$ cat src/ahb_pkg.sv
// AHB-Lite bus definitions
// Widths, typed vectors, transfer and size encodings, response values
`default_nettype none

package ahb_pkg;

  // Bus widths
  localparam int AHB_ADDR_W = 32;
  localparam int AHB_DATA_W = 32;

  typedef logic [AHB_ADDR_W-1:0] haddr_t;
  typedef logic [AHB_DATA_W-1:0] hdata_t;

  // HTRANS encoding
  typedef enum logic [1:0] {
    IDLE   = 2'b00,
    BUSY   = 2'b01,
    NONSEQ = 2'b10,
    SEQ    = 2'b11
  } htrans_e;

  // HSIZE encoding, only up to bus width
  typedef enum logic [2:0] {
    BYTE = 3'b000,
    HALF = 3'b001,
    WORD = 3'b010
  } hsize_e;

  // HRESP values
  localparam logic HRESP_OKAY  = 1'b0;
  localparam logic HRESP_ERROR = 1'b1;

endpackage

`default_nettype wire

$ cat src/amap_pkg.sv
// Address map of the interconnect node
// Subordinate count, fixed register window, reset windows, register offsets
`default_nettype none

package amap_pkg;

  localparam int NB_SUBS = 3;

  // One select bit per subordinate
  typedef logic [NB_SUBS-1:0] sub_sel_t;

  // Fixed window of the map register block
  localparam ahb_pkg::haddr_t REGS_START = 32'h0000_0000;
  localparam ahb_pkg::haddr_t REGS_END   = 32'h0000_00FF;

  // Reset windows of the two memories
  localparam ahb_pkg::haddr_t RST_START1 = 32'h0000_1000;
  localparam ahb_pkg::haddr_t RST_END1   = 32'h0000_1FFF;
  localparam ahb_pkg::haddr_t RST_START2 = 32'h0000_2000;
  localparam ahb_pkg::haddr_t RST_END2   = 32'h0000_2FFF;

  // Register offsets inside the map block
  localparam logic [7:0] OFS_START1 = 8'h00;
  localparam logic [7:0] OFS_END1   = 8'h04;
  localparam logic [7:0] OFS_START2 = 8'h08;
  localparam logic [7:0] OFS_END2   = 8'h0C;

endpackage

`default_nettype wire

$ cat src/ahb_amap_regs.sv
// Address map register block, AHB-Lite subordinate 0
// Holds start and end of the memory windows that steer the node decoder
// Zero wait states, always OKAY
`timescale 1ns/1ns
`default_nettype none

module ahb_amap_regs (
  input  wire logic                  hclk,
  input  wire logic                  reset_i,
  input  wire ahb_pkg::haddr_t       haddr_i,
  input  wire ahb_pkg::hdata_t       hwdata_i,
  input  wire logic                  hsel_i,
  input  wire logic                  hwrite_i,
  input  wire ahb_pkg::htrans_e      htrans_i,
  input  wire logic                  hready_i,
  output      ahb_pkg::hdata_t       hrdata_o,
  output      logic                  hreadyout_o,
  output      logic                  hresp_o,
  output      ahb_pkg::haddr_t [2:1] start_addr_o,
  output      ahb_pkg::haddr_t [2:1] end_addr_o
);
  import ahb_pkg::*;
  import amap_pkg::*;

  logic       accept;
  logic       dp_valid_q;
  logic       dp_write_q;
  logic [7:0] dp_ofs_q;

  assign accept = hsel_i && hready_i && (htrans_i == NONSEQ || htrans_i == SEQ);

  // Address phase capture
  always_ff @(posedge hclk) begin
    if (reset_i) begin
      dp_valid_q <= 1'b0;
      dp_write_q <= 1'b0;
      dp_ofs_q   <= '0;
    end else if (hready_i) begin
      dp_valid_q <= accept;
      dp_write_q <= hwrite_i;
      // Window is 256 bytes wide
      dp_ofs_q   <= haddr_i[7:0];
    end
  end

  // Register write in the data phase
  always_ff @(posedge hclk) begin
    if (reset_i) begin
      start_addr_o[1] <= RST_START1;
      end_addr_o[1]   <= RST_END1;
      start_addr_o[2] <= RST_START2;
      end_addr_o[2]   <= RST_END2;
    end else if (dp_valid_q && dp_write_q) begin
      case (dp_ofs_q)
        OFS_START1: start_addr_o[1] <= hwdata_i;
        OFS_END1:   end_addr_o[1]   <= hwdata_i;
        OFS_START2: start_addr_o[2] <= hwdata_i;
        OFS_END2:   end_addr_o[2]   <= hwdata_i;
        default: ;
      endcase
    end
  end

  // Read mux, unused offsets read zero
  always_comb begin
    case (dp_ofs_q)
      OFS_START1: hrdata_o = start_addr_o[1];
      OFS_END1:   hrdata_o = end_addr_o[1];
      OFS_START2: hrdata_o = start_addr_o[2];
      OFS_END2:   hrdata_o = end_addr_o[2];
      default:    hrdata_o = '0;
    endcase
  end

  // No wait states, no errors
  assign hreadyout_o = 1'b1;
  assign hresp_o     = HRESP_OKAY;

endmodule

`default_nettype wire

$ cat config.mk
export PLATFORM = sky130hd
export DESIGN_NAME = ahb_amap_regs
export DESIGN_NICKNAME = d
export VERILOG_FILES = /design/src/ahb_pkg.sv /design/src/amap_pkg.sv /design/src/ahb_amap_regs.sv
export SDC_FILE = /design/constraint.sdc
export NUM_CORES = 1
export LEC_CHECK = 0
export ABC_AREA = 1
export BUFFER_PORTS_ARGS = -buffer_cell sky130_fd_sc_hd__buf_4
export CORE_AREA = 4 4 154 156
export CTS_CLUSTER_SIZE = 28
export DETAILED_ROUTE_END_ITERATION = 10
export DIE_AREA = 0 0 158 160
export GPL_TIMING_DRIVEN = 0
export HOLD_SLACK_MARGIN = 0.08
export SLEW_MARGIN = 10
export SYNTH_ARGS = -nofsm -noshare
export SYNTH_HDL_FRONTEND = slang
export SYNTH_SLANG_ARGS = --single-unit
$ cat constraint.sdc
create_clock -name hclk -period 3.8 [get_ports hclk]
set_input_delay 0.19 -clock hclk [delete_from_list [all_inputs] [get_ports hclk]]
set_output_delay 0.19 -clock hclk [all_outputs]
set_load 0.01 [all_outputs]
Yosys cells after proc, flatten, opt, wreduce, memory -nomap -nowiden

Cells that the tools add are included.

Bits in registers: 138
Input bits: 71
Output and inout bits: 162

Equal/unequal tests: 5
Muxes and demuxes: 1
Reduce and logical (&&, ||, !) cells: 9

Operator list:

| operator                                            | number |
|---|---|
| case mux 32 bit (4 select lines)                    | 1 |
| equality test 8 x 4 -> 1 bit, second input constant | 2 |
| equality test 8 x 3 -> 1 bit, second input constant | 1 |
| zero test 8 bit                                     | 1 |
| AND reduction 2 bit                                 | 4 |
| equality test 2 bit, second input constant          | 2 |
| logical AND 1 bit                                   | 3 |
| logical OR 1 bit                                    | 1 |

Depth between registers and ports, before layout

Gate-level depths: netlist of the first run.

Word-level depth: 3
Mapped depth: 10
Gate-level depth less buffers: 8

Least setup slack after synthesis of the first run

Ideal clock, no wire load.

Kind: flip-flop to output port
From: register dp_ofs_q[5]
To: output port hrdata_o[26]
Data arrival time: 1.199 ns
Required time: 3.610 ns
Slack: 2.411 ns
Cell stages (with the launch flop): 10
Buffers on the path: 2
Path through: dfxtp_1 nor2_1 nand2_2 nor2_2 buf_4 buf_4 nand2_1 nand2_1 inv_1 nand2_1

Longest elaborated chain between the ends: 2
Elaborated cells on any way between the ends: 5
Those cells by class: eq/ne: 3; mux: 1; reduce/logical: 1

Ends and longest elaborated chain:

| element                                                    | RTL line            | text |
|---|---|---|
| from (decl)                                                | ahb_amap_regs.sv:28 | `logic [7:0] dp_ofs_q;` |
| from (signal assigned)                                     | ahb_amap_regs.sv:42 | `dp_ofs_q <= haddr_i[7:0];` |
| equality test 8 x 4 -> 1 bit, or another cell as far along | ahb_amap_regs.sv:66 | `case (dp_ofs_q)` |
| case mux 32 bit (4 select lines) (*)                       | ahb_amap_regs.sv:66 |  |
| to (decl)                                                  | ahb_amap_regs.sv:16 | `output ahb_pkg::hdata_t hrdata_o,` |

Mark *: on every way between the ends. The rest lies on a longest branch, timed or not.

Worst setup path after layout of the first run

From: register dp_ofs_q[7]
To: output port hrdata_o[24]

The elaborated chain is that of the path after synthesis.

==> flow_summary.ini, run 1 <==
[sta]
worst_slew_pin_slew_ns = 0.7412
finalSetupViolCount = 0
slew_viol_final = 0
post-route-period-util_pct = 58.68
post-route-min-period_ns = 2.230
max_freq_mhz = 448.5
rsz0062_at_grt = no
fin_tns_setup_ns = 0
hold_viol_final = 0
holdWs_ns = 0.1020
relSlewSlack_pct = 50.59
fin_skew_ns = 0.009043

[setup_path]
r2r_slack_ns = 2.11
path_class = flop to primary output
arrival_ns = 2.04
crit_path_max_fanout = 10
end_kind = primary output
startpoint_type = flop
worstPathRequired_ns = 3.61

[synthesis]
yosysSeqAreaShare_pct = 40.66
yosysTopAreaCell = dfxtp_1
mappedNetlistNets = 1153
yosysWarnings = 0
synthesis.area_sq_mm = 0.006794
synthCells = 1082
synth_seq_cells = 138
syn_avg_cell_area_sq_um = 6.279
synthTopCellsByArea = dfxtp_1, nand2_1, nand3_1, a21oi_1, nor2_1
yosys.cell_types.count = 18
synth_top_area_share_pct = 40.66

[global_route]
grt_antenna_before_repair = 0
grt.overflow.total = 0
grt_max_degree = 17
grtUsageTotal_pct = 21.63
grt_pass1_vias = 7211
use_met3_pct = 3.713
top_usage_layer = met2
grtUsageMet1_pct = 29.17
met2_usage_pct = 35.08
grt_pass1_wl_microns = 41550

[clock_network]
path_clk_slew_ns = 0.06
cts_tree = done
root_buffer = clkbuf_16
cts_inserted_buffers = 17
clkLatencyLatePin_ns = 0.42
clkSinkCount = 138
htreeDepth = 4
max-clock-path-buffers = 2

[detailed_routing]
wl_per_cell_microns = 16.92
antenna_left = 0
vias = 7757
drt_iter0_drc = 560
drc = 0
firstDrtPassIters = 5
wl_microns = 27600
routed_via_density = 4.756

[placement]
port_buffers = 205
place.gp.congestion = 0.8554
hpwl_microns = 20230

[floorplanning]
rows = 55
start_util_pct = 30.38
die_y_microns = 160
num_io_pins = 233
dieArea_sq_mm = 0.02528
core_sq_mm = 0.02237
die_w_microns = 158

[layout]
diodes = 0
layout.nets = 1407
layout_common_cells = nand2_1, buf_4, nand3_1, dfxtp_1, nor2_1
drive_gt1_share_pct = 20.88
area_growth_pct = 40.06
layout_commonest_cell = nand2_1

[worst_hold_path]
hp-class = input port to flop

[power]
power.leakage_uw = 0.004727
peakVddDrop_mv = 0.2252
comb_power_share_pct = 10.5
power_frac_clock_pct = 45.4
p_switching_uw = 846.2
intPower_uw = 2488
cellPowerDensity_mw_per_mm2 = 350.4
p_seq_share_pct = 44.1
p_sw_share_pct = 25.38

[status]
status = finished clean

[flow_run]
drv_cap = 0
## metrics by stage
step	power, uW	util (%)	instance area (sq um)	setup WS [ns]	std cells
after floorplan	1672	-	6794	2.411	1082
after global placement	1821	38.85	8690	2.018	1572
after detailed placement	1822	38.85	8690	2.020	1572
after CTS	3354	42.55	9515	1.558	1631
after global routing	3444	42.55	9515	1.452	1631
final	3334	42.55	9515	1.570	1631
## critical path: stages, from the launching register on
cell and delay [ns]:
dfxtp_1 0.31, nor2_1 0.12, nand2_2 0.14, nor2_2 0.17, buf_4 0.21, buf_4 0.28, nand2_1 0.08, nand2_1 0.06
inv_1 0.03, nand2_1 0.08, buf_4 0.13
## what timing repair did
item	4_1_cts	5_1_grt
endpoints found under the hold margin	38	0
buffers inserted	0	0
hold buffers	30	0
resized for setup	0	0
## synth_stat cells
cell	count
nand2_1	362
nand3_1	156
dfxtp_1	138
nor2_1	120
a21oi_1	103
inv_1	99
clkbuf_1	34
buf_4	27
buf_2	14
o21ai_0	10
buf_1	7
nor2_2	3
conb_1	2
inv_2	2
nor2_4	2
buf_6	1
clkinv_1	1
nand2_2	1
## logic make-up (layout without fill, tap and decap cells)
family | count (synthesis) | in the layout | share of synthesized area [%]
buf+inv | 185 | 449 | 12.08
flops | 138 | 138 | 40.66
compound gates | 113 | 113 | 8.324
other cells | 2 | 2 | 0.1105
simple gates | 644 | 644 | 38.82
## layer usage
metal  vias up  wire length [microns]
met5         -                      0
met2       310                  12660
met3        40                   2129
met4         0                    681
li1       3875                      -
met1      3532                  12140
## final timing paths
path | from | end | cells past startpoint
min reg2reg | end_addr_o[8] | end_addr_o[8] | 2
max reg2reg | dp_write_q | end_addr_o[24] | 7
max | dp_ofs_q[7] | hrdata_o[24] | 10
min | hready_i | dp_ofs_q[1] | 3
## cell type report
type,instances,area [sq um]
multi-input combinational,759,3211
sequential,138,2763
timing repair buffer,235,1839
inverter,102,382.9
fill,2390,12850
clock buffer,21,450.4
tap,285,356.6
buffer,83,437.9
clock inverter,8,75.07
## flip-flops by register name, indices dropped and copies added (netlist names)
signal,cells
start_addr_o,64
dp_valid_q,1
dp_ofs_q,8
dp_write_q,1
end_addr_o,64
## power groups by stage
stage / Sequential (uW) / Clock, uW / Combinational [uW]
6_report: 1470 / 1520 / 350
5_1_grt: 1470 / 1590 / 380
4_1_cts: 1470 / 1540 / 348
3_5_place_dp: 1500 / 0 / 322
3_3_place_gp: 1500 / 0 / 321
2_1_floorplan: 1500 / 0 / 172
(Power assumes the default switching activity.)
==> run 2, diff against run 1 <==
clock period = 1.99 ns   (was 3.8 ns; I/O delays follow)
==> run 2 against run 1 <==
Cell count increased by 2.1%. Clock power grew 90%. First-iteration DRC count increased by 18%.
==> flow_summary.ini, run 2 (synthesized netlist as in run 1, its figures left out) <==
[setup_path]
end_kind = primary output
crit_chain = nor2_4 -> nand2_4 -> nor2_4 -> buf_8 -> buf_12 -> nand2_1 -> nand2_1 -> inv_1 -> nand2_1 -> buf_4
startpoint_type = flop
crit_cells = 10
path_class = flop to primary output
crit_family = simple AND/OR/NAND/NOR gates
max_stage_delay_ns = 0.33
crit_path_max_fanout = 5
crit_slowest_cell = dfxtp_2
worstPathRequired_ns = 1.89
cp_common_cell = nand2_1
ff2ff_path_depth = 7
worst-path-buf-inv = 4
arrival_ns = 1.87

[global_route]
grt_pass1_wl_microns = 42000
grt_max_degree = 17
use_met3_pct = 3.740
top_usage_layer = met2
grtUsageTotal_pct = 21.83
grt.overflow.total = 0
grt_pass1_vias = 7326
grtUsageMet1_pct = 29.20
met2_usage_pct = 35.95
grt_antenna_before_repair = 0

[sta]
finalSetupViolCount = 0
post-route-period-util_pct = 98.86
slew_viol_final = 0
rsz0062_at_grt = yes
setup_slack_ns = 0.02274
hold_viol_final = 0
post-route-min-period_ns = 1.967
worst_slew_pin_slew_ns = 0.7339
fin_skew_ns = 0.01381
relSlewSlack_pct = 51.07
holdWs_ns = 0.09927
max_freq_mhz = 508.3

[floorplanning]
dieArea_sq_mm = 0.02528
die_w_microns = 158
start_util_pct = 30.38
rows = 55
die_y_microns = 160
num_io_pins = 233
core_sq_mm = 0.02237

[detailed_routing]
drt_iter0_drc = 662
wl_microns = 28730
antenna_left = 0
vias = 7912
firstDrtPassIters = 5
drc = 0
wl_per_cell_microns = 17.25
routed_via_density = 4.752

[power]
power.leakage_uw = 0.004975
power_frac_clock_pct = 44.7
report.power.total_uw = 6478
intPower_uw = 4828
peakVddDrop_mv = 0.4309
p_switching_uw = 1650
comb_power_share_pct = 11.9
cellPowerDensity_mw_per_mm2 = 634.6
p_seq_share_pct = 43.4
p_sw_share_pct = 25.47

[placement]
hpwl_microns = 20230
port_buffers = 205
detailedPlace.worstSlack_ns = 0.3006
place.gp.congestion = 0.8554
place_area_sq_mm = 0.008690

[layout]
final_area_sq_mm = 0.01021
area_growth_pct = 50.26
fillerInstances = 2317
diodes = 0
layout_common_cells = nand2_1, buf_4, nand3_1, dfxtp_1, nor2_1
layout_commonest_cell = nand2_1
drive_gt1_share_pct = 24.13
layout.nets = 1441
reg.largest.list = end_addr_o (64), start_addr_o (64), dp_ofs_q (8)

[clock_network]
cts_inserted_buffers = 17
cts_tree = done
root_buffer = clkbuf_16
max-clock-path-buffers = 2
path_clk_slew_ns = 0.06
clkLatencyLatePin_ns = 0.43
htreeDepth = 4
clkSinkCount = 138

[worst_hold_path]
hold_depth = 4
hp-class = input port to flop

[flow_run]
drv_cap = 0

[status]
status = finished clean
[run 2: cell count changes in the layout (fill, tap and decap cells not counted), moves of 4 or more]
cell,change
buf_4,-17
dlygate4sd3_1,+20
nand2_2,+26
dfxtp_2,+4
buf_2,-8
buf_6,+26
nor2_4,+5
clkbuf_16,+4
nand2_1,-28
buf_8,+6
dfxtp_1,-4
[run 2: timing repair]
item,in CTS,in global routing
hold buffers,50,0
setup buffers,3,7
resized for setup,24,73
hold endpoints to repair,126,0
setup endpoints to repair,30,32
pin swaps,3,31
cloned,0,4
[run 2: worst min-delay path: stages]
cell and delay (ns):
buf_4 0.13, inv_1 0.06, o21ai_0 0.15, a21oi_1 0.04
[run 2: layout make-up]
| class | count | area, sq um | area share [%] |
|---|---|---|---|
| Clock buffer | 21 | 450.4 | 4.412 |
| Buffer | 83 | 550.5 | 5.393 |
| Tap cell | 285 | 356.6 | 3.493 |
| Clock inverter | 8 | 75.07 | 0.7354 |
| Timing Repair Buffer | 269 | 2302 | 22.55 |
| Multi-Input combinational cell | 759 | 3323 | 32.55 |
| Inverter | 102 | 382.9 | 3.750 |
| Sequential cell | 138 | 2768 | 27.11 |
[run 2: worst paths after layout]
check / from / endpoint / slack, ns
worst max-delay path: dp_ofs_q[6] / hrdata_o[21] / 0.02
worst min-delay path: hready_i / dp_ofs_q[2] / 0.1
worst min register to register: dp_ofs_q[3] / dp_ofs_q[3] / 0.49
worst max register to register: dp_valid_q / end_addr_o[24] / 0.30
[run 2: power by group through the flow]
| stage | clock network, uW | logic (uW) | registers, uW |
|---|---|---|---|
| after floorplan | 0 | 329 | 2860 |
| after global placement | 0 | 613 | 2860 |
| after detailed placement | 0 | 614 | 2860 |
| after CTS | 2930 | 713 | 2800 |
| after global routing | 3040 | 833 | 2810 |
| final | 2890 | 774 | 2810 |
[run 2: stage by stage]
step,utilization [%],setup TNS (ns),cells
after floorplan,-,0,1082
after global placement,38.85,0,1572
after CTS,43.91,0,1654
after detailed placement,38.85,0,1572
after global routing,45.64,-0.6597,1665
final,45.64,0,1665
[run 2: per-layer routing]
metal | vias to the layer above | routed length, microns
met2 | 325 | 13440
li1 | 3938 | -
met4 | 0 | 601
met3 | 37 | 2117
met5 | - | 0
met1 | 3612 | 12570
