==> src/ahb_pkg.sv <==
// AHB-Lite bus definitions
// Widths, typed vectors, transfer and size encodings, response values
`default_nettype none

package ahb_pkg;

  // Bus widths
  localparam int AHB_ADDR_W = 32;
  localparam int AHB_DATA_W = 32;

  typedef logic [AHB_ADDR_W-1:0] haddr_t;
  typedef logic [AHB_DATA_W-1:0] hdata_t;

  // HTRANS encoding
  typedef enum logic [1:0] {
    IDLE   = 2'b00,
    BUSY   = 2'b01,
    NONSEQ = 2'b10,
    SEQ    = 2'b11
  } htrans_e;

  // HSIZE encoding, only up to bus width
  typedef enum logic [2:0] {
    BYTE = 3'b000,
    HALF = 3'b001,
    WORD = 3'b010
  } hsize_e;

  // HRESP values
  localparam logic HRESP_OKAY  = 1'b0;
  localparam logic HRESP_ERROR = 1'b1;

endpackage

`default_nettype wire

==> src/amap_pkg.sv <==
// Address map of the interconnect node
// Subordinate count, fixed register window, reset windows, register offsets
`default_nettype none

package amap_pkg;

  localparam int NB_SUBS = 3;

  // One select bit per subordinate
  typedef logic [NB_SUBS-1:0] sub_sel_t;

  // Fixed window of the map register block
  localparam ahb_pkg::haddr_t REGS_START = 32'h0000_0000;
  localparam ahb_pkg::haddr_t REGS_END   = 32'h0000_00FF;

  // Reset windows of the two memories
  localparam ahb_pkg::haddr_t RST_START1 = 32'h0000_1000;
  localparam ahb_pkg::haddr_t RST_END1   = 32'h0000_1FFF;
  localparam ahb_pkg::haddr_t RST_START2 = 32'h0000_2000;
  localparam ahb_pkg::haddr_t RST_END2   = 32'h0000_2FFF;

  // Register offsets inside the map block
  localparam logic [7:0] OFS_START1 = 8'h00;
  localparam logic [7:0] OFS_END1   = 8'h04;
  localparam logic [7:0] OFS_START2 = 8'h08;
  localparam logic [7:0] OFS_END2   = 8'h0C;

endpackage

`default_nettype wire

==> src/ahb_node.sv <==
// AHB-Lite interconnect node, one master to three subordinates
// Decodes address windows, forms window offsets, muxes data-phase response
// Unmapped transfers get a two-cycle ERROR from an internal default subordinate
`timescale 1ns/1ns
`default_nettype none

module ahb_node (
  input  wire logic                                      hclk,
  input  wire logic                                      reset_i,
  // Master side
  input  wire ahb_pkg::haddr_t                           haddr_i,
  input  wire ahb_pkg::hdata_t                           hwdata_i,
  input  wire logic                                      hsel_i,
  input  wire logic                                      hwrite_i,
  input  wire ahb_pkg::htrans_e                          htrans_i,
  input  wire ahb_pkg::hsize_e                           hsize_i,
  output      ahb_pkg::hdata_t                           hrdata_o,
  output      logic                                      hready_o,
  output      logic                                      hresp_o,
  // Toward the subordinates
  output      ahb_pkg::haddr_t  [amap_pkg::NB_SUBS-1:0]  sub_haddr_o,
  output      ahb_pkg::hdata_t  [amap_pkg::NB_SUBS-1:0]  sub_hwdata_o,
  output      amap_pkg::sub_sel_t                        sub_hsel_o,
  output      logic             [amap_pkg::NB_SUBS-1:0]  sub_hwrite_o,
  output      ahb_pkg::htrans_e [amap_pkg::NB_SUBS-1:0]  sub_htrans_o,
  output      ahb_pkg::hsize_e  [amap_pkg::NB_SUBS-1:0]  sub_hsize_o,
  output      logic             [amap_pkg::NB_SUBS-1:0]  sub_hready_o,
  // From the subordinates
  input  wire ahb_pkg::hdata_t  [amap_pkg::NB_SUBS-1:0]  sub_hrdata_i,
  input  wire logic             [amap_pkg::NB_SUBS-1:0]  sub_hreadyout_i,
  input  wire logic             [amap_pkg::NB_SUBS-1:0]  sub_hresp_i,
  // Programmable windows of subordinates 1 and 2
  input  wire ahb_pkg::haddr_t  [2:1]                    start_addr_i,
  input  wire ahb_pkg::haddr_t  [2:1]                    end_addr_i
);
  import ahb_pkg::*;
  import amap_pkg::*;

  // Default subordinate ERROR cycles
  typedef enum logic {
    ERR_CYC1,
    ERR_CYC2
  } err_state_e;

  haddr_t     win_lo [NB_SUBS];
  haddr_t     win_hi [NB_SUBS];
  sub_sel_t   sel;
  logic       accept;
  sub_sel_t   dp_sel_q;
  logic       dp_def_q;
  err_state_e err_q;

  // Empty window when end is below start
  function automatic logic in_win(haddr_t addr, haddr_t lo, haddr_t hi);
    return (lo <= hi) && (addr >= lo) && (addr <= hi);
  endfunction

  // Window table, index 0 is fixed
  always_comb begin
    win_lo[0] = REGS_START;
    win_hi[0] = REGS_END;
    win_lo[1] = start_addr_i[1];
    win_hi[1] = end_addr_i[1];
    win_lo[2] = start_addr_i[2];
    win_hi[2] = end_addr_i[2];
  end

  // Lowest index match wins
  always_comb begin
    sel = '0;
    for (int i = 0; i < NB_SUBS; i++) begin
      if (sel == '0 && in_win(haddr_i, win_lo[i], win_hi[i])) begin
        sel[i] = 1'b1;
      end
    end
  end

  assign sub_hsel_o = hsel_i ? sel : '0;
  assign accept = hsel_i && hready_o && (htrans_i == NONSEQ || htrans_i == SEQ);

  // Offset per window plus broadcast of the rest
  always_comb begin
    for (int i = 0; i < NB_SUBS; i++) begin
      sub_haddr_o[i]  = haddr_i - win_lo[i];
      sub_hwdata_o[i] = hwdata_i;
      sub_hwrite_o[i] = hwrite_i;
      sub_htrans_o[i] = htrans_i;
      sub_hsize_o[i]  = hsize_i;
      sub_hready_o[i] = hready_o;
    end
  end

  // Data-phase owner, updated whenever the bus is ready
  always_ff @(posedge hclk) begin
    if (reset_i) begin
      dp_sel_q <= '0;
      dp_def_q <= 1'b0;
    end else if (hready_o) begin
      if (accept) begin
        dp_sel_q <= sel;
        // Nothing matched so the default subordinate owns it
        dp_def_q <= ~|sel;
      end else begin
        dp_sel_q <= '0;
        dp_def_q <= 1'b0;
      end
    end
  end

  // Two-cycle ERROR sequence
  always_ff @(posedge hclk) begin
    if (reset_i) begin
      err_q <= ERR_CYC1;
    end else if (dp_def_q) begin
      err_q <= (err_q == ERR_CYC1) ? ERR_CYC2 : ERR_CYC1;
    end
  end

  // Response mux, idle bus is OKAY and ready
  always_comb begin
    hrdata_o = '0;
    hready_o = 1'b1;
    hresp_o  = HRESP_OKAY;
    if (dp_def_q) begin
      hresp_o  = HRESP_ERROR;
      hready_o = (err_q == ERR_CYC2);
    end else begin
      for (int i = 0; i < NB_SUBS; i++) begin
        if (dp_sel_q[i]) begin
          hrdata_o = sub_hrdata_i[i];
          hready_o = sub_hreadyout_i[i];
          hresp_o  = sub_hresp_i[i];
        end
      end
    end
  end

endmodule

`default_nettype wire

==> config.mk <==
export PLATFORM = sky130hd
export DESIGN_NAME = ahb_node
export DESIGN_NICKNAME = d
export VERILOG_FILES = /design/src/ahb_pkg.sv /design/src/amap_pkg.sv /design/src/ahb_node.sv
export SDC_FILE = /design/constraint.sdc
export NUM_CORES = 1
export LEC_CHECK = 0
export BUFFER_PORTS_ARGS = -buffer_cell sky130_fd_sc_hd__buf_2
export CAP_MARGIN = 20
export CELL_PAD_IN_SITES_DETAIL_PLACEMENT = 1
export CELL_PAD_IN_SITES_GLOBAL_PLACEMENT = 1
export CORE_AREA = 2 2 214 216
export CTS_CLUSTER_SIZE = 16
export DETAILED_ROUTE_END_ITERATION = 7
export DIE_AREA = 0 0 216 218
export MAX_ROUTING_LAYER = met4
export PLACE_DENSITY = 0.72
export SLEW_MARGIN = 20
export SYNTH_ARGS = -nofsm -noshare
export SYNTH_HDL_FRONTEND = slang
export SYNTH_SLANG_ARGS = --single-unit
==> constraint.sdc <==
create_clock -name hclk -period 2.4 [get_ports hclk]
set_clock_uncertainty 0.05 [all_clocks]
set_input_delay 0.12 -clock hclk [delete_from_list [all_inputs] [get_ports hclk]]
set_output_delay 0.12 -clock hclk [all_outputs]
set_load 0.05 [all_outputs]
Yosys cells after proc, flatten, opt, wreduce, memory -nomap -nowiden. Index checks and enable logic that the tools add are counted. W data, S select, Z words.

Magnitude comparators: 8. Muxes and demuxes: 19. Bitwise gates (word level): 1. Reductions and logical operators: 13. $add $sub $neg: 2. Equal/unequal tests: 2.

Operators with widths (number): $le A32 B32 Y1 (4); $mux W32 (4); $ge A32 B32 Y1 (2); $sub A32 B32 Y32 (2); $ge A32 B1 Y1 const B (1); $le A32 B8 Y1 const B (1); $mux W1 (13); $logic_and A1 B1 Y1 (9); $mux W3 (2); $eq A2 B2 Y1 const B (2); $reduce_or A3 Y1 (1); $logic_not A2 Y1 (1); $logic_not A1 Y1 (1); $logic_or A1 B1 Y1 (1); $not A1 Y1 (1).

Input bits: 303. Word-level logic and storage cells: 48. Output and inout bits: 250. Register bits: 5.

Logic depth before layout (Yosys ltp). Gate-level depths: netlist of the first run.

Depth after elaboration: 12. Depth in mapped cells: 11. Mapped depth without buffers: 11.

Worst setup path before layout of the first run. Ideal clock, no wire load.

Path kind: input to output. Start point: input port haddr_i[0]. End point: output port sub_haddr_o[58] (netlist bit). Cell stages on the path: 10. Arrival: 3.714 ns. Setup slack: -1.484 ns. Required time: 2.230 ns. Path buffers: 0. Cell sequence: inv_1 -> ha_1 -> fa_1 -> nor2b_4 -> o31a_1 -> o31a_1 -> o41ai_4 -> o31ai_2 -> o211ai_1 -> o311ai_0.

RTL lines: from (decl) (line ahb_node.sv:11) `input wire ahb_pkg::haddr_t haddr_i,`; to (decl) (line ahb_node.sv:21) `output ahb_pkg::haddr_t [amap_pkg::NB_SUBS-1:0] sub_haddr_o,`.

==> reports/metrics.cfg, run 1 <==
[outcome]
status = finished with violations
violations = negative setup slack

[power]
power.total_mw = 5.58
combPwrFrac_pct = 93.2
intPower_mw = 2.61
seqPwrFrac_pct = 1.7
power_density_mw_per_mm2 = 356
pwr-share-clk_pct = 5.1
total_leakage_power_nw = 8.26
netSwitchingFraction_pct = 53.2
power.switching_mw = 2.97
irDropWorstVdd_mv = 0.258

[cts]
cts-htree-levels = 1
clkLatencyLatePin_ns = 0.23
clkSlewWorstSetupHoldPaths_ns = 0.03
cts_sinks = 5
clk_path_buf_depth = 2
cts_buffers = 3
cts_tree = done
cts_root_buf = clkbuf_16
cts-hold-fix-buffers = 0

[yosys]
synth_top_area_share_pct = 27.1
synth_top_area_cell = ha_1
synth_edf_count = 0
synth_area_leaders = ha_1 27%, buf_4 13%, a21oi_1 7.1%
synth.avg_cell_area_um2 = 7.05
synth_nets = 1755
synth_cell_types = 85
synth_flop_cell = dfxtp_1
syn-cell-area_mm2 = 0.00887
synth_commonest_cells = 192 x ha_1, 153 x inv_1, 150 x buf_4
yosysMostFrequentCell = ha_1
yosysSeqAreaShare_pct = 1.13
postSynth.asyncResetShare_pct = 0
synthCells = 1258
yosysWarnings = 0
yosys_register_bits = 5

[sta]
tightest_slew_ns = 0.593
drv_slew = 0
setup_tns_ns = -11.43
whs_ns = 0.0889
worst_slack_ns = -0.637
slew_headroom_pct = 59.5
rsz0062_at_grt = yes
hold_viol_final = 0
finalSetupViolations = 36
final.period_utilization_pct = 127
max_freq_mhz = 329
period_minus_slack_ns = 3.04

[worst_setup_path]
cp_max_fo = 2
cp_data_required_time_ns = 2.23
start_kind = input port
crit_type = in -> out
arrival_ns = 2.87
critPathSlowestCell = fa_2
rrSetupSlack_ns = 0.47
cp_cell_sequence = buf_12 -> inv_16 -> buf_4 -> ha_4 -> fa_2 -> nor2b_2 -> o31a_1 -> o31ai_4 -> a21oi_2 -> a41o_1 -> buf_6 -> a31oi_4 -> o211ai_1 -> buf_4 -> xor2_4 -> buf_12
cp_num_buf_inv = 6
endpoint_kind = primary output
crit_path_max_incr_delay_ns = 0.34
cp_top_family = compound AO/OA/AOI/OAI gates

[drt]
first_iter_violations = 293
dr.pass1.iters = 4
routed_via_density = 4.69
routed_wl_mm = 49.1
route.detailed.drc = 0
drtAntennaViolNets = 0
routedWlPerCell_um = 19.8
vias = 11625

[global_routing]
grt_pass1_vias = 12549
grt_max_degree = 67
overflow = 0
track_usage_pct = 20.3
grt_antenna_before_repair = 12
grt_pass1_wl_mm = 72.2

[cells_and_area]
drive_gt1_share_pct = 52.1
fin_area_mm2 = 0.0157
final_nets = 2367
utilization_pct = 34.9
syn2layout_area_growth_pct = 76.5
fin_cells = 2481

[placement]
portBuffers = 404
hpwl_mm = 42.1
place.gp.congestion = 0.893
place_ws_ns = -1.08
placed_cell_area_mm2 = 0.0138
dp_cells = 2421

[floorplan]
initial_core_util_pct = 19.8
die_w_um = 216
ioPinCount = 553
rows = 78
core-area_mm2 = 0.0449
dieArea_mm2 = 0.0471
die_h_um = 218

[min_path]
hp-class = in -> reg

[job]
maxCapViolations = 0

## cell type report
class	instances	area, µm²
Sequential cell	5	101
Multi-Input combinational cell	923	8420
Clock buffer	4	78.8
Inverter	153	593
Tap cell	600	751
Fill cell	5469	29200
Timing Repair Buffer	784	5680
Antenna cell	12	30.0
## flip-flops by register name, summed over array words and instances (netlist names)
signal    flops
dp_sel_q      3
dp_def_q      1
err_q         1
## final timing paths
check,start,end,cells past startpoint
setup / recovery,haddr_i[0],sub_haddr_o[86],16
hold / removal,reset_i,err_q$_SDFFE_PP0P_,2
setup reg to reg,dp_sel_q[1]$_SDFFE_PP0N_,dp_sel_q[1]$_SDFFE_PP0N_,8
hold reg to reg,err_q$_SDFFE_PP0P_,err_q$_SDFFE_PP0P_,2
## cells in the final DEF, fill, tap and decap left out, drive strengths merged, types with 8 or more instances in the layout
cell type  synthesis  layout
xor2              13      13
diode              0      12
o211ai             8       8
o21ai             41      41
a21o              53      53
nor4              17      17
nand4             35      35
nor2b             15      15
ha               192     192
o21a              15      15
nand3             24      24
buf              154     780
a22oi             35      35
nor2             110     110
a21oi            126     126
nor3              18      18
and3               8       8
nand2             51      51
xnor2             34      34
o21bai            13      13
inv              153     153
## kinds of logic after synthesis
group / after synthesis / synth area share (%)
AO/OA/AOI/OAI: 366 / 28.0
XOR/XNOR: 47 / 4.64
adder cells (fa/ha/maj): 194 / 27.5
buffers and inverters: 330 / 20.4
flip-flops: 5 / 1.13
multiplexers: 4 / 0.466
AND/OR/NAND/NOR: 312 / 17.8
## routing by layer
metal / global-route usage, % / wire length, µm / vias up
met5: - / 0 / -
met3: 4.03 / 2540 / 93
met2: 38.8 / 26300 / 373
li1: - / - / 5593
met4: 7.81 / 1890 / 0
met1: 20.2 / 18400 / 5566
## power groups by stage
stage	clock network, mW	registers, mW	logic [mW]
detailed placement	0	0.0969	4.55
finish	0.284	0.0956	5.20
floorplan	0	0.0907	3.03
global placement	0	0.0959	4.45
global route	0.295	0.0964	5.53
CTS	0.288	0.0956	5.02
## timing repair
item | 4_1_cts | 5_1_grt
pin swaps | 69 | 72
buffers inserted | 37 | 23
endpoints found under the setup margin | 50 | 50
resized for setup | 203 | 75
No activity file was read; power rests on OpenSTA's default activity.
==> run 2: changes to the inputs <==
--- a/config.mk
+++ b/config.mk
@@ -6,13 +6,13 @@
 export NUM_CORES = 1
 export LEC_CHECK = 0
 export BUFFER_PORTS_ARGS = -buffer_cell sky130_fd_sc_hd__buf_2
-export CAP_MARGIN = 20
 export CELL_PAD_IN_SITES_DETAIL_PLACEMENT = 1
 export CELL_PAD_IN_SITES_GLOBAL_PLACEMENT = 1
 export CORE_AREA = 2 2 214 216
 export CTS_CLUSTER_SIZE = 16
 export DETAILED_ROUTE_END_ITERATION = 7
 export DIE_AREA = 0 0 216 218
+export GPL_TIMING_DRIVEN = 0
 export MAX_ROUTING_LAYER = met4
 export PLACE_DENSITY = 0.72
 export SLEW_MARGIN = 20
==> reports/metrics.cfg, run 2 (same netlist as run 1, synthesis figures left out) <==
[outcome]
status = finished with violations
violations = negative setup slack

[cells_and_area]
utilization_pct = 33.0  ; -1.9 points
final_cell_mix = 448 x buf_2, 225 x buf_4, 150 x ha_1
syn2layout_area_growth_pct = 67.0
drive_gt1_share_pct = 51.1  ; -0.92 points
regMostFlops = dp_sel_q
final_nets = 2348  ; -0.80%
largest_reg_flops = 3  ; unchanged
mostFrequentLayoutCell = buf_2
largestRegisters = dp_sel_q x3, dp_def_q x1, err_q x1

[global_routing]
track_usage_pct = 19.3  ; -0.98 points
grt_pass1_wl_mm = 69.0  ; -4.5%
grt_max_degree = 11  ; -84%
grt_antenna_before_repair = 11  ; -1
grt_pass1_vias = 11800  ; -6.0%
overflow = 0  ; unchanged

[sta]
tightest_slew_ns = 0.672  ; +0.0791 ns
finalSetupViolations = 34  ; -5.6%
setup_tns_ns = -10.09  ; +1.34 ns
period_minus_slack_ns = 3.00  ; -0.0358 ns
drv_slew = 0  ; unchanged
max_freq_mhz = 333  ; +1.2%
rsz0062_at_grt = yes
slew_headroom_pct = 54.8  ; -4.7 points
hold_viol_final = 0  ; unchanged
final.period_utilization_pct = 125  ; -1.5 points
worst_slack_ns = -0.601  ; +0.0358 ns

[floorplan]
die_h_um = 218  ; unchanged
initial_core_util_pct = 19.8  ; unchanged
ioPinCount = 553  ; unchanged
die_w_um = 216  ; unchanged
core-area_mm2 = 0.0449  ; unchanged
dieArea_mm2 = 0.0471  ; unchanged
rows = 78  ; unchanged

[worst_setup_path]
crit_path_end = sub_hsel_o[2]
start_kind = input port
worst_r2r_endpoint = dp_def_q$_SDFFE_PP0N_
cp_max_fo = 4  ; +2
rrSetupSlack_ns = 0.29  ; -0.18 ns
cp_cell_sequence = buf_12 -> inv_16 -> ha_4 -> fa_2 -> nor2b_4 -> o31a_1 -> o31a_1 -> o41ai_4 -> buf_4 -> o31ai_4 -> o21ai_2 -> a211oi_4 -> buf_12 -> buf_8 -> nor3b_4 -> buf_6
crit_path_max_incr_delay_ns = 0.30  ; -0.04 ns
cp_data_required_time_ns = 2.23  ; about the same
reg2reg_depth = 8  ; unchanged
critPathSlowestCell = o31a_1
r2r_start = dp_sel_q[1]$_SDFFE_PP0N_
arrival_ns = 2.83  ; -0.04 ns
endpoint_kind = primary output
crit_type = in -> out
cp-startpoint = haddr_i[0]

[min_path]
hold_depth = 2  ; unchanged
hold_start = reset_i
hp-class = in -> reg

[drt]
routedWlPerCell_um = 19.8  ; about the same
vias = 11437  ; -1.6%
routed_via_density = 4.65  ; -0.82%
drtAntennaViolNets = 0  ; unchanged
first_iter_violations = 309  ; +5.5%
dr.pass1.iters = 5  ; +1
route.detailed.drc = 0  ; unchanged
routed_wl_mm = 48.8  ; -0.81%

[cts]
cts_root_buf = clkbuf_16
clkSlewWorstSetupHoldPaths_ns = 0.03  ; about the same
cts_tree = done
clk_path_buf_depth = 2  ; unchanged
cts_sinks = 5  ; unchanged
cts-htree-levels = 1  ; unchanged
cts_buffers = 3  ; unchanged
clkLatencyLatePin_ns = 0.23  ; about the same

[placement]
hpwl_mm = 41.1  ; -2.3%
place.gp.congestion = 0.964  ; +7.9%
portBuffers = 515  ; +27%

[job]
maxCapViolations = 0  ; unchanged

[power]
power_density_mw_per_mm2 = 366  ; +2.7%
total_leakage_power_nw = 7.81  ; -5.4%
irDropWorstVdd_mv = 0.240  ; -6.9%

[run 2: cell types whose count changed in the layout (fill, tap and decap cells not counted), moves of 9 or more]
cell / delta
buf_4: -126
buf_12: -27
ha_1: -14
clkbuf_1: +13
ha_2: +9
buf_2: +104
[run 2: area by class of cell]
cell class | instances | area [µm²]
Sequential cell | 5 | 100
Antenna cell | 11 | 27.5
Multi-Input combinational cell | 923 | 8340
Fill cell | 5608 | 30100
Timing Repair Buffer | 590 | 3660
Inverter | 153 | 602
Tap cell | 600 | 751
Buffer | 175 | 1250
Clock buffer | 4 | 78.8
[run 2: worst min path at each step]
| stage | endpoint |
|---|---|
| final | err_q$_SDFFE_PP0P_ |
| after floorplan | err_q$_SDFFE_PP0P_ |
| after CTS | err_q$_SDFFE_PP0P_ |
| after detailed placement | err_q$_SDFFE_PP0P_ |
| after global placement | err_q$_SDFFE_PP0P_ |
| after global routing | dp_sel_q[0]$_SDFFE_PP0N_ |
[run 2: critical path: cells and delay by family]
family	cells	cell delay [ns]
AO/OA/AOI/OAI	6	1.27
buffers and inverters	6	0.83
adder cells (fa/ha/maj)	2	0.35
AND/OR/NAND/NOR	2	0.25
[run 2: repair_timing]
| item | in CTS | in global routing |
|---|---|---|
| pin swaps | 68 | 68 |
| cloned | 0 | 0 |
| hold endpoints to repair | 0 | 0 |
| setup buffers | 44 | 38 |
| gates resized for setup | 244 | 114 |
| hold buffers | 0 | 0 |
| endpoints found under the setup margin | 79 | 54 |
[run 2: per-layer routing]
layer | wire length (µm) | up-vias | track usage [%]
met1 | 18800 | 5494 | 20.3
li1 | - | 5559 | -
met4 | 959 | 0 | 2.65
met5 | 0 | - | -
met3 | 2130 | 46 | 2.08
met2 | 26900 | 338 | 39.3
[run 2: where the power goes]
part	total (mW)	switching [mW]	internal (mW)
Sequential	0.0910	0.00286	0.0881
Clock	0.278	0.0573	0.220
Combinational	5.05	3.13	1.92
Total	5.41	3.19	2.23
[run 2: stage by stage]
step,std cells,instance area (µm²),hold slack [ns],setup slack (ns),power (mW)
final,2461,14800,0.0983,-0.601,5.41
after global routing,2460,14800,0.111,-0.707,5.73
after CTS,2420,14100,0.0812,-0.629,5.16
after detailed placement,2373,12600,0.310,-1.40,4.31
after global placement,2373,12600,0.295,-1.36,4.23
after floorplan,1258,9270,0.139,-0.390,3.12
==> run 3: changes to the inputs <==
--- a/config.mk
+++ b/config.mk
@@ -15,6 +15,7 @@
 export GPL_TIMING_DRIVEN = 0
 export MAX_ROUTING_LAYER = met4
 export PLACE_DENSITY = 0.72
+export SKIP_LAST_GASP = 1
 export SLEW_MARGIN = 20
 export SYNTH_ARGS = -nofsm -noshare
 export SYNTH_HDL_FRONTEND = slang
==> reports/metrics.cfg, run 3 (same netlist as run 1, synthesis figures left out) <==
[cells_and_area]
syn2layout_area_growth_pct = 66.6
regMostFlops = dp_sel_q
largestRegisters = dp_sel_q x3, dp_def_q x1, err_q x1
final_nets = 2347  ; -0.043%
fin_cells = 2459  ; -0.081%
final_cell_mix = 446 x buf_2, 223 x buf_4, 152 x ha_1
largest_reg_flops = 3  ; unchanged
fin_area_mm2 = 0.0148  ; -0.27%
drive_gt1_share_pct = 50.9  ; -0.19 points
mostFrequentLayoutCell = buf_2

[worst_setup_path]
endpoint_kind = primary output
start_kind = input port
cp_cell_sequence = buf_12 -> inv_16 -> ha_4 -> fa_2 -> nor2b_2 -> o31a_1 -> o31ai_2 -> a21oi_2 -> a41o_1 -> buf_6 -> o31ai_4 -> buf_6 -> mux2_4 -> a211oi_4 -> buf_6
crit_path_max_incr_delay_ns = 0.32  ; +0.02 ns
crit_type = in -> out
cp_max_fo = 4  ; unchanged
critPathSlowestCell = mux2_4
arrival_ns = 2.85  ; +0.02 ns
cp_data_required_time_ns = 2.23  ; about the same
cp_common_cell = buf_6

[global_routing]
grt_antenna_before_repair = 10  ; -1
grtUsageMet3_pct = 1.99  ; -0.084 points
grt.busiest_layer = met2
grt_pass1_vias = 11790  ; -0.085%
grt_pass1_wl_mm = 69.0  ; about the same
overflow = 0  ; unchanged
track_usage_pct = 19.3  ; unchanged
use_met2_pct = 39.3  ; about the same
grt_max_degree = 11  ; unchanged
met1_usage_pct = 20.3  ; +0.059 points

[cts]
cts_sinks = 5  ; unchanged
cts-hold-fix-buffers = 0  ; unchanged
cts-htree-levels = 1  ; unchanged
cts_root_buf = clkbuf_16
clkLatencyLatePin_ns = 0.23  ; about the same
clk_path_buf_depth = 2  ; unchanged
cts_buffers = 3  ; unchanged
cts_tree = done
clkSlewWorstSetupHoldPaths_ns = 0.03  ; about the same

[drt]
first_iter_violations = 359  ; +16%
dr.pass1.iters = 4  ; -1
drtAntennaViolNets = 0  ; unchanged
vias = 11379  ; -0.51%
route.detailed.drc = 0  ; unchanged
routed_via_density = 4.63  ; -0.43%
routed_wl_mm = 48.9  ; +0.36%
routedWlPerCell_um = 19.9  ; +0.44%

[sta]
whs_ns = 0.0973  ; -0.000987 ns
period_minus_slack_ns = 3.02  ; +0.0169 ns
drv_slew = 0  ; unchanged
slew_headroom_pct = 53.0  ; -1.8 points
hold_viol_final = 0  ; unchanged
worst_slack_ns = -0.618  ; -0.0169 ns
tightest_slew_ns = 0.698  ; +0.0263 ns
max_freq_mhz = 331  ; -0.56%
finalSetupViolations = 35  ; +2.9%
final.period_utilization_pct = 126  ; +0.70 points
rsz0062_at_grt = yes

[floorplan]
die_w_um = 216  ; unchanged
initial_core_util_pct = 19.8  ; unchanged
die_h_um = 218  ; unchanged
core-area_mm2 = 0.0449  ; unchanged
rows = 78  ; unchanged
dieArea_mm2 = 0.0471  ; unchanged
ioPinCount = 553  ; unchanged

[placement]
placed_cell_area_mm2 = 0.0126  ; unchanged
dp_cells = 2373  ; unchanged
place.gp.congestion = 0.964  ; unchanged
hpwl_mm = 41.1  ; unchanged
place_ws_ns = -1.40  ; unchanged
portBuffers = 515  ; unchanged

[min_path]
hp-class = in -> reg

[power]
total_leakage_power_nw = 7.81  ; about the same
irDropWorstVdd_mv = 0.248  ; +3.3%
power_density_mw_per_mm2 = 366  ; +0.17%

[outcome]
status = finished with violations
violations = negative setup slack

[job]
maxCapViolations = 0  ; unchanged

==> run 3: worst max-delay path: cells and delay by family <==
family,cells,cell delay [ns]
multiplexers,1,0.32
adder cells (fa/ha/maj),2,0.36
AO/OA/AOI/OAI,6,1.33
buffers and inverters,5,0.65
AND/OR/NAND/NOR,1,0.05
==> run 3: per-stage QoR <==
stage	power (mW)	setup TNS, ns	utilization (%)
finish	5.41	-10.88	32.9
global route	5.73	-13.92	32.9
CTS	5.14	-11.08	31.2
detailed placement	4.31	-26.74	28.1
global placement	4.23	-25.46	28.1
floorplan	3.12	-2.87	-
==> run 3: path summary, 6_finish.rpt <==
path / start / to / slack (ns) / cells past startpoint
min reg2reg: dp_sel_q[0]$_SDFFE_PP0N_ / dp_sel_q[0]$_SDFFE_PP0N_ / 0.44 / 2
max: haddr_i[0] / sub_haddr_o[92] / -0.62 / 15
min: reset_i / dp_sel_q[0]$_SDFFE_PP0N_ / 0.1 / 2
max reg2reg: dp_sel_q[1]$_SDFFE_PP0N_ / dp_def_q$_SDFFE_PP0N_ / 0.28 / 8
==> run 3: where the power goes <==
part | total, mW | switching, mW | internal [mW]
clock network | 0.278 | 0.0580 | 0.220
logic | 5.04 | 3.13 | 1.91
registers | 0.0910 | 0.00286 | 0.0881
total | 5.41 | 3.19 | 2.22
==> run 3: layer usage <==
metal / part of all wire [%] / vias up
met5: 0 / -
li1: - / 5559
met1: 39 / 5465
met4: 1.5 / 0
met2: 56 / 321
met3: 4.2 / 34
==> run 3: final cells by class <==
cell class | instances | area (µm²)
Multi-Input combinational cell | 923 | 8320
Sequential cell | 5 | 100
Tap cell | 600 | 751
Antenna cell | 10 | 25.0
Inverter | 153 | 602
Buffer | 174 | 1240
Clock buffer | 4 | 78.8
Timing Repair Buffer | 590 | 3650
Fill cell | 5602 | 30100
==> run 3: repair_timing <==
action | in CTS | in global routing
gates resized for setup | 233 | 115
pin swaps | 68 | 69
setup endpoints to repair | 79 | 55
buffers inserted | 44 | 38
